[src/cpuPkg.sv]
// shared widths, register selects, opcode/alu/writeback/state enums, control word, branch table
package cpuPkg;

  // datapath width
  localparam int dataWidth = 8;

  // register file sizes
  localparam int numTemps = 4;
  localparam int numAccs = 6;

  typedef logic [dataWidth-1:0] data_t;
  typedef logic [7:0] addr_t;
  typedef logic [7:0] pc_t;
  typedef logic [8:0] instr_t;

  // bit 3 set selects a temporary, clear an accumulator
  typedef logic [3:0] regSel_t;

  // fixed register selects used by the decoder
  localparam regSel_t selT0 = 4'b1000;
  localparam regSel_t selAcc0 = 4'b0000;
  localparam regSel_t selAcc1 = 4'b0001;

  // kept opcodes, instr[7:2] when instr[8] is set
  typedef enum logic [5:0] {
    opLdm0  = 6'b000000,
    opLdm1  = 6'b000001,
    opLdm2  = 6'b000010,
    opLdm3  = 6'b000011,
    opAdd1  = 6'b001000,
    opSub1  = 6'b001101,
    opStr1  = 6'b010010,
    opStm0  = 6'b010101,
    opStm1  = 6'b010110,
    opMov   = 6'b011010,
    opSrl   = 6'b011011,
    opSra   = 6'b011100,
    opBnzr  = 6'b011110,
    opDec1  = 6'b100001,
    opZero0 = 6'b100010,
    opHalt  = 6'b110110
  } opcode_t;

  typedef enum logic [2:0] {
    aluAdd,
    aluSub,
    aluDec,
    aluSrl,
    aluSra,
    aluPass
  } aluOp_t;

  // register write source
  typedef enum logic [1:0] {
    srcZero,
    srcImm,
    srcAlu,
    srcMem
  } wbSrc_t;

  // decoded control word, one per instruction
  typedef struct packed {
    regSel_t    read1;
    regSel_t    read2;
    logic       writeEn;
    regSel_t    writeReg;
    wbSrc_t     wbSrc;
    aluOp_t     aluOp;
    data_t      imm;
    logic       memRead;
    logic       memWrite;
    logic       branch;
    logic [1:0] branchSel;
    logic       halt;
  } ctrl_t;

  typedef enum logic [1:0] {
    stExecute,
    stBusWait,
    stHalted
  } step_t;

  // bnzr targets, entry 0 in the low byte
  localparam pc_t [3:0] branchTable = {8'd48, 8'd32, 8'd16, 8'd8};

endpackage
[src/cpuTop.sv]
// cpuTop: accumulator processor top with instruction read port and Wishbone data port
module cpuTop
  import cpuPkg::*;
(
  input  logic   clk,
  input  logic   reset,
  output pc_t    instrAddr,
  input  instr_t instr,
  output logic   wbCyc,
  output logic   wbStb,
  output logic   wbWe,
  output addr_t  wbAdr,
  output data_t  wbDatOut,
  input  data_t  wbDatIn,
  input  logic   wbAck,
  output logic   halted
);

  ctrl_t ctrl;
  data_t readData1;
  data_t readData2;
  data_t aluResult;
  data_t memData;
  logic  isZero;
  logic  regWrite;
  logic  advance;

  instrDecoder u_instrDecoder (
    .instr (instr),
    .ctrl  (ctrl)
  );

  // read1 feeds alu A and the bus address, read2 alu B and store data
  regFile u_regFile (
    .clk       (clk),
    .reset     (reset),
    .read1     (ctrl.read1),
    .read2     (ctrl.read2),
    .regWrite  (regWrite),
    .writeReg  (ctrl.writeReg),
    .wbSrc     (ctrl.wbSrc),
    .imm       (ctrl.imm),
    .aluResult (aluResult),
    .memData   (memData),
    .readData1 (readData1),
    .readData2 (readData2)
  );

  alu u_alu (
    .aluOp    (ctrl.aluOp),
    .operandA (readData1),
    .operandB (readData2),
    .result   (aluResult),
    .isZero   (isZero)
  );

  // pc drives the instruction port directly
  fetchUnit u_fetchUnit (
    .clk       (clk),
    .reset     (reset),
    .advance   (advance),
    .branch    (ctrl.branch),
    .branchSel (ctrl.branchSel),
    .isZero    (isZero),
    .pc        (instrAddr)
  );

  stepControl u_stepControl (
    .clk       (clk),
    .reset     (reset),
    .ctrl      (ctrl),
    .address   (readData1),
    .storeData (readData2),
    .regWrite  (regWrite),
    .advance   (advance),
    .wbCyc     (wbCyc),
    .wbStb     (wbStb),
    .wbWe      (wbWe),
    .wbAdr     (wbAdr),
    .wbDatOut  (wbDatOut),
    .wbDatIn   (wbDatIn),
    .wbAck     (wbAck),
    .memData   (memData),
    .halted    (halted)
  );

endmodule

[src/stepControl.sv]
// stepControl: execute/bus-wait/halted FSM, Wishbone classic master, write and advance strobes
module stepControl
  import cpuPkg::*;
(
  input  logic  clk,
  input  logic  reset,
  input  ctrl_t ctrl,
  input  addr_t address,
  input  data_t storeData,
  output logic  regWrite,
  output logic  advance,
  output logic  wbCyc,
  output logic  wbStb,
  output logic  wbWe,
  output addr_t wbAdr,
  output data_t wbDatOut,
  input  data_t wbDatIn,
  input  logic  wbAck,
  output data_t memData,
  output logic  halted
);

  step_t state;
  logic  isMem;
  logic  busDone;

  assign isMem = ctrl.memRead | ctrl.memWrite;
  // ack seen while our cycle is open
  assign busDone = (state == stBusWait) && wbAck;

  always_ff @(posedge clk) begin
    if (reset) begin
      state <= stExecute;
      wbCyc <= 1'b0;
      wbStb <= 1'b0;
      wbWe <= 1'b0;
    end else begin
      case (state)
        stExecute: begin
          if (ctrl.halt) begin
            state <= stHalted;
          end else if (isMem) begin
            // open bus cycle, request held until ack
            state <= stBusWait;
            wbCyc <= 1'b1;
            wbStb <= 1'b1;
            wbWe <= ctrl.memWrite;
          end
        end
        stBusWait: begin
          if (wbAck) begin
            // cyc and stb low from the next cycle
            state <= stExecute;
            wbCyc <= 1'b0;
            wbStb <= 1'b0;
            wbWe <= 1'b0;
          end
        end
        default: begin
          // stay halted until reset
          state <= stHalted;
        end
      endcase
    end
  end

  // bus address and data, captured with the request
  always_ff @(posedge clk) begin
    if (state == stExecute && isMem) begin
      wbAdr <= address;
      wbDatOut <= storeData;
    end
  end

  // slave data valid with ack, written on the ack edge
  assign memData = busDone ? wbDatIn : '0;

  // strobes only in the completing cycle
  always_comb begin
    regWrite = 1'b0;
    advance = 1'b0;
    if (state == stExecute && !ctrl.halt && !isMem) begin
      regWrite = ctrl.writeEn;
      advance = 1'b1;
    end else if (busDone) begin
      regWrite = ctrl.writeEn;
      advance = 1'b1;
    end
  end

  assign halted = (state == stHalted);

endmodule

[src/fetchUnit.sv]
// fetchUnit: program counter with branch table lookup and next-address select
module fetchUnit
  import cpuPkg::*;
(
  input  logic       clk,
  input  logic       reset,
  input  logic       advance,
  input  logic       branch,
  input  logic [1:0] branchSel,
  input  logic       isZero,
  output pc_t        pc
);

  pc_t nextPc;

  // taken only when $t0 is non-zero
  always_comb begin
    if (branch && !isZero) begin
      nextPc = branchTable[branchSel];
    end else begin
      nextPc = pc + pc_t'(1);
    end
  end

  // pc holds while a bus access is pending or after halt
  always_ff @(posedge clk) begin
    if (reset) begin
      pc <= '0;
    end else if (advance) begin
      pc <= nextPc;
    end
  end

endmodule

[src/alu.sv]
// alu: add, subtract, decrement, logical and arithmetic shift, pass, zero test
module alu
  import cpuPkg::*;
(
  input  aluOp_t aluOp,
  input  data_t  operandA,
  input  data_t  operandB,
  output data_t  result,
  output logic   isZero
);

  always_comb begin
    case (aluOp)
      // wraps modulo 256
      aluAdd: result = operandA + operandB;
      aluSub: result = operandA - operandB;
      aluDec: result = operandA - data_t'(1);
      // shifts act on operandA only
      aluSrl: result = operandA >> 1;
      aluSra: result = {operandA[dataWidth-1], operandA[dataWidth-1:1]};
      // mov and str1
      default: result = operandA;
    endcase
  end

  // bnzr reads $t0 on operandA
  assign isZero = (operandA == '0);

endmodule

[src/regFile.sv]
// regFile: four temporaries, six accumulators, writeback source mux, two read ports
module regFile
  import cpuPkg::*;
(
  input  logic    clk,
  input  logic    reset,
  input  regSel_t read1,
  input  regSel_t read2,
  input  logic    regWrite,
  input  regSel_t writeReg,
  input  wbSrc_t  wbSrc,
  input  data_t   imm,
  input  data_t   aluResult,
  input  data_t   memData,
  output data_t   readData1,
  output data_t   readData2
);

  data_t temps [numTemps];
  data_t accs [numAccs];
  data_t writeData;

  // acc6 and acc7 do not exist, read as zero
  function automatic data_t readReg(regSel_t sel);
    data_t value;
    if (sel[3]) begin
      value = temps[sel[1:0]];
    end else if (sel[2:0] < 3'(numAccs)) begin
      value = accs[sel[2:0]];
    end else begin
      value = '0;
    end
    return value;
  endfunction

  always_comb begin
    readData1 = readReg(read1);
    readData2 = readReg(read2);
  end

  // write value select
  always_comb begin
    case (wbSrc)
      srcImm: writeData = imm;
      srcAlu: writeData = aluResult;
      srcMem: writeData = memData;
      default: writeData = '0;
    endcase
  end

  always_ff @(posedge clk) begin
    if (reset) begin
      for (int i = 0; i < numTemps; i++) begin
        temps[i] <= '0;
      end
      for (int i = 0; i < numAccs; i++) begin
        accs[i] <= '0;
      end
    end else if (regWrite) begin
      if (writeReg[3]) begin
        temps[writeReg[1:0]] <= writeData;
      end else if (writeReg[2:0] < 3'(numAccs)) begin
        accs[writeReg[2:0]] <= writeData;
      end
    end
  end

endmodule

[src/instrDecoder.sv]
// combinational decode of a 9-bit instruction into a control word
module instrDecoder
  import cpuPkg::*;
(
  input  instr_t instr,
  output ctrl_t  ctrl
);

  opcode_t opcode;
  regSel_t argTemp;

  assign opcode = opcode_t'(instr[7:2]);
  // argument field always names a temporary
  assign argTemp = {2'b10, instr[1:0]};

  always_comb begin
    // all-inactive word is also the no-op result
    ctrl = '0;
    ctrl.wbSrc = srcZero;
    ctrl.aluOp = aluPass;
    if (!instr[8]) begin
      // set immediate into $t0
      ctrl.writeEn = 1'b1;
      ctrl.writeReg = selT0;
      ctrl.wbSrc = srcImm;
      ctrl.imm = instr[7:0];
    end else begin
      case (opcode)
        opLdm0, opLdm1, opLdm2, opLdm3: begin
          // accN from mem[$t_] with N in the opcode low bits
          ctrl.read1 = argTemp;
          ctrl.memRead = 1'b1;
          ctrl.writeEn = 1'b1;
          ctrl.writeReg = {2'b00, instr[3:2]};
          ctrl.wbSrc = srcMem;
        end
        opAdd1: begin
          ctrl.read1 = selAcc1;
          ctrl.read2 = argTemp;
          ctrl.aluOp = aluAdd;
          ctrl.writeEn = 1'b1;
          ctrl.writeReg = selAcc1;
          ctrl.wbSrc = srcAlu;
        end
        opSub1: begin
          ctrl.read1 = selAcc1;
          ctrl.read2 = argTemp;
          ctrl.aluOp = aluSub;
          ctrl.writeEn = 1'b1;
          ctrl.writeReg = selAcc1;
          ctrl.wbSrc = srcAlu;
        end
        opDec1: begin
          ctrl.read1 = selAcc1;
          ctrl.aluOp = aluDec;
          ctrl.writeEn = 1'b1;
          ctrl.writeReg = selAcc1;
          ctrl.wbSrc = srcAlu;
        end
        opStr1: begin
          // acc1 passes through the alu into $t_
          ctrl.read1 = selAcc1;
          ctrl.writeEn = 1'b1;
          ctrl.writeReg = argTemp;
          ctrl.wbSrc = srcAlu;
        end
        opMov: begin
          ctrl.read1 = selT0;
          ctrl.writeEn = 1'b1;
          ctrl.writeReg = argTemp;
          ctrl.wbSrc = srcAlu;
        end
        opStm0: begin
          // address on read1 and data on read2
          ctrl.read1 = argTemp;
          ctrl.read2 = selAcc0;
          ctrl.memWrite = 1'b1;
        end
        opStm1: begin
          ctrl.read1 = argTemp;
          ctrl.read2 = selAcc1;
          ctrl.memWrite = 1'b1;
        end
        opSrl, opSra: begin
          // shift $t_ in place
          ctrl.read1 = argTemp;
          ctrl.aluOp = (opcode == opSrl) ? aluSrl : aluSra;
          ctrl.writeEn = 1'b1;
          ctrl.writeReg = argTemp;
          ctrl.wbSrc = srcAlu;
        end
        opBnzr: begin
          // $t0 on read1 for the zero test
          ctrl.read1 = selT0;
          ctrl.branch = 1'b1;
          ctrl.branchSel = instr[1:0];
        end
        opZero0: begin
          ctrl.writeEn = 1'b1;
          ctrl.writeReg = selAcc0;
          ctrl.wbSrc = srcZero;
        end
        opHalt: begin
          ctrl.halt = 1'b1;
        end
        default: begin
          // unknown opcodes stay inactive
        end
      endcase
    end
  end

endmodule

[config.mk]
export PLATFORM = sky130hd
export DESIGN_NAME = cpuTop
export DESIGN_NICKNAME = d
export VERILOG_FILES = /design/src/cpuPkg.sv /design/src/cpuTop.sv /design/src/stepControl.sv /design/src/fetchUnit.sv /design/src/alu.sv /design/src/regFile.sv /design/src/instrDecoder.sv
export SDC_FILE = /design/constraint.sdc
export NUM_CORES = 1
export LEC_CHECK = 0
export BUFFER_PORTS_ARGS = -buffer_cell sky130_fd_sc_hd__buf_2
export CAP_MARGIN = 20
export CORE_MARGIN = 2
export CORE_UTILIZATION = 50
export DETAILED_ROUTE_END_ITERATION = 6
export PLACE_DENSITY = 0.69
export SLEW_MARGIN = 10
export SYNTH_ARGS = -nofsm -noshare
export SYNTH_HDL_FRONTEND = slang
export SYNTH_HIERARCHICAL = 1
export SYNTH_SLANG_ARGS = --single-unit
[constraint.sdc]
create_clock -name clk -period 10.3 [get_ports clk]
set_input_delay 2.06 -clock clk [delete_from_list [all_inputs] [get_ports clk]]
set_output_delay 2.06 -clock clk [all_outputs]
set_load 0.005 [all_outputs]
==> results.md <==
- Status: finished clean
- Max-capacitance violation count: 0
- Static power due to leakage: 2.79 nW
- Worst-path maximum fanout: 18
- Number of cells produced by synthesis: between 600 and 700
- Internal reg-to-reg setup slack: 5500 ps
- Antenna diode instance count: 0
- Cts hold-fix bufs: 0
- Routed via count: 5632
- Path class of the lowest-slack min-delay path: reg -> reg
- Number of rows created at floorplan: 43
- Portion of the post-synthesis area used by sequential elements: between 40% and 50%
- Core area: about 14000 um2
- RSZ-0062 raised after global routing: false
- CTS tree: built
- Mean instance size in the synthesized netlist: 10.7 um2
- Number of iterations in the first detailed-routing pass: 5
- DIE HEIGHT: 124 um
- Total of warnings raised by yosys: 6
- Complex-gate fraction of the synthesized area: 15.6%
- Arrival time worst endpoint: between 7000 and 8000 ps
- Final total negative setup slack: 0 ps
- Min cycle time layout: 7830 ps
- Critical path startpoint: instr[3]
- Fraction of final layout cells sized beyond drive strength 1: 17.5%
- Global router's overall resource usage: around 25%
- I/O Pins: 48
- Cell internal power dissipation: 0.000761 W
- Highest-count cells in the layout ignoring fill and taps: 96 x edfxtp_1, 94 x nor2_1, 48 x mux2i_1, 47 x buf_2, 28 x o21ai_0
- GPL Wtd Cong: 0.997
- Async set or reset register ratio after synthesis: 0%
- Source-to-sink clock delay at the later pin of the worst-skew pair: 360 ps
- Commonest non-fill, non-tap cell in the layout: edfxtp_1
- Die area: around 15000 um2
- Synthesis-to-finish area growth: 7.40%
- Setup Skew: 4.46 ps
- Share of power burned in registers: ~48%
- Level count of the clock H-tree: 3
- Yosys reg bits: 108
- Antenna violations before repair: 0
- Endpoint of the worst register-to-register path: u_regFile/accs[2][7]$_SDFFCE_PN0P_
- FMAX: between 100 and 150 MHz
- Clock power frac: 33.8%
- Final antenna-violating net count: 0
- Maximum VDD drop: roughly 0.09 mV
- Endpoint kind of the worst setup timing path: flop
- Final-report hold violation count: 0
- Req. time, crit path: between 10000 and 15000 ps
- Initial Utilization: 51.3%
- Final number of setup-violating endpoints: 0
- Total of buffers placed on input and output ports: between 40 and 50
- Worst-case reg-to-reg path depth: 16
- Source of the worst register-to-register timing path: u_regFile/temps[2][0]$_SDFFCE_PN0P_
- Switching component of the power: 0.000294 W
- Overflow left after global routing: 0
- Post-Syn Area: 7150 um2
- Number of buffers inserted to repair setup after CTS: 0
- Endpoint of the most critical setup path: u_regFile/accs[2][7]$_SDFFCE_PN0P_
- Fraction of power spent switching nets: 27.9%
- First-pass GRT wire length: 28300 um
- Maximum number of pins on one net before global-route repair: 33
- Combinational share of power: 18.2%
- Number of remaining DRC errors: 0
- Startpoint types: input port
- TritonCTS Buffers: 9
- Post-layout utilization of the core: between 50% and 60%
- CTS clk-pin slew, worst paths: 70 ps
- Xor and xnor area share after synthesis: 0.980%
- Kind of critical path: in -> reg
- Post-detailed-routing wire length: about 19000 um
- Detailed router's first-iteration violation count: around 700
- Nets: about 700
- Synthesized-area fraction occupied by adder cells: 1.86%
- Worst max-slew margin expressed relative to the limit: between 30% and 40%
- Combinational family with the most area after synthesis: simple AND/OR/NAND/NOR gates
- Routed len/inst: approximately 22 um
- Master cell of the clock root buffer: clkbuf_16
- Critical path, cell by cell: buf_2 -> nor2_1 -> and4_1 -> and2_1 -> a21o_1 -> mux4_1 -> o22a_1 -> inv_1 -> ha_1 -> inv_1 -> or3_1 -> or3_1 -> nand3_1 -> o221ai_1 -> ha_1 -> a21o_1 -> or3b_1 -> a31o_1 -> mux2_4 -> a22oi_2 -> nor2_1
- Vias per cell: 6.46
- Post-synthesis share of cell area spent on and, or, nand and nor gates: 18.9%
- Post-synth EDFFs: 96
- Ys flop type: edfxtp_1
- Number of sinks on the clock net: 108
- Max Transition Viols Final: 0
- Netlist cell types: 82
- Number of gates resized after cts: 0
- HPWL after DPL: 13800 um
- Cell area power density: between 100 and 150 nW/um2
- Horizontal extent of the die: 124 um
- Worst path slowest cell: a21o_1
- CTS max path bufs: 2
- Mux contribution to synthesized area: 13.8%
- Slowest Stage Delay on Critical Path: 770 ps
- Tightest Pin Transition: 997 ps
- Number of global-route vias before repair: 5079
- Portion of the clock cycle consumed by the worst path in the final layout: 76.0%
## logic make-up (layout without fill, tap and decap cells)
group | Yosys count | count (layout)
adders and majority gates | 10 | 10
other | 1 | 3
and+or+nand+nor | 259 | 259
AOI/OAI and AO/OA | 145 | 145
buffers and inverters | 62 | 84
xor gates and xnor gates | 8 | 8
muxes | 75 | 75
DFF | 108 | 108
## sequential cells by signal (all words and copies together) (netlist names)
name / flops
u_stepControl/wbStb: 1
u_stepControl/wbAdr: 8
u_fetchUnit/pc: 8
u_regFile/accs: 48
u_regFile/temps: 32
u_stepControl/state: 2
u_stepControl/wbDatOut: 8
u_stepControl/wbWe: 1
## metrics by stage
step                instances  power, W  hold WS [ps]  setup WS (ps)  instance area [um2]
floorplan                 670  0.000652           473           3380                 7160
global placement          856  0.000698           467           2400                 7370
detailed placement        856  0.000702           481           2220                 7370
CTS                       872   0.00106           491           2580                 7680
global route              872   0.00109           541           2110                 7680
finish                    872   0.00105           487           2470                 7680
## power by group through the flow
stage          combinational, W  clock [W]  sequential [W]
6_report               0.000192   0.000357        0.000506
3_5_place_dp           0.000187          0        0.000516
3_3_place_gp           0.000183          0        0.000515
2_1_floorplan          0.000142          0        0.000510
4_1_cts                0.000188   0.000362        0.000506
5_1_grt                0.000206   0.000378        0.000508
## critical path: cells and delay by family
family                     cells  cell delay [ps]
AOI/OAI and AO/OA              6             2080
buffers and inverters          3              340
adders and majority gates      2              520
and+or+nand+nor                8             1990
muxes                          2              920
## synthesized netlist by cell type (9+ instances only)
| library cell | number | share of area [%] |
|---|---|---|
| mux2i_1 | 48 | 6.7 |
| mux2_2 | 10 | 1.6 |
| clkbuf_1 | 16 | 0.84 |
| nor2b_1 | 20 | 1.8 |
| mux4_2 | 12 | 3.8 |
| a21oi_1 | 14 | 0.98 |
| edfxtp_1 | 96 | 40 |
| or3_1 | 12 | 1.1 |
| nand2b_1 | 18 | 1.6 |
| dfxtp_1 | 12 | 3.4 |
| o22a_1 | 17 | 2.1 |
| buf_6 | 9 | 1.4 |
| o22ai_1 | 17 | 1.5 |
| nor3_1 | 9 | 0.63 |
| o21ai_0 | 29 | 2.0 |
| inv_1 | 14 | 0.74 |
| nand3_1 | 24 | 1.7 |
| nand2_1 | 25 | 1.3 |
| nor2_1 | 94 | 4.9 |
| and2_1 | 13 | 1.1 |
| buf_2 | 11 | 0.77 |
| ha_1 | 9 | 1.6 |
## routing by layer
metal / vias to the layer above / share of wire (%) / wire length (um) / track usage (%)
met5: - / 0 / 0 / 0
met4: 0 / 4.6 / 869 / 12.1
met3: 54 / 6.9 / 1310 / 4.62
met2: 251 / 47 / 8870 / 39.4
met1: 2768 / 42 / 7920 / 34.1
li1: 2559 / - / - / -
## worst min-delay path by stage
stage / start / end / slack, ps / depth (start not counted)
after global routing: u_stepControl/wbStb$_SDFFE_PP0P_ / u_stepControl/wbStb$_SDFFE_PP0P_ / 540 / 2
final: u_stepControl/wbStb$_SDFFE_PP0P_ / u_stepControl/wbStb$_SDFFE_PP0P_ / 490 / 2
after global placement: u_fetchUnit/pc[7]$_SDFFE_PP0P_ / u_fetchUnit/pc[7]$_SDFFE_PP0P_ / 470 / 2
after detailed placement: u_stepControl/wbStb$_SDFFE_PP0P_ / u_stepControl/wbStb$_SDFFE_PP0P_ / 480 / 2
after CTS: u_stepControl/wbStb$_SDFFE_PP0P_ / u_stepControl/wbStb$_SDFFE_PP0P_ / 490 / 2
after floorplan: u_stepControl/wbStb$_SDFFE_PP0P_ / u_stepControl/wbStb$_SDFFE_PP0P_ / 470 / 2
## cell type report
| class | instances | area [um2] |
|---|---|---|
| Fill cell | 1208 | 6260 |
| Clock inverter | 7 | 81.3 |
| Clock buffer | 9 | 225 |
| Timing Repair Buffer | 52 | 273 |
| Sequential cell | 108 | 3120 |
| Tap cell | 180 | 225 |
| Multi-Input combinational cell | 500 | 3690 |
| Inverter | 16 | 62.6 |
Note: power is estimated with default switching activity, not from simulation.
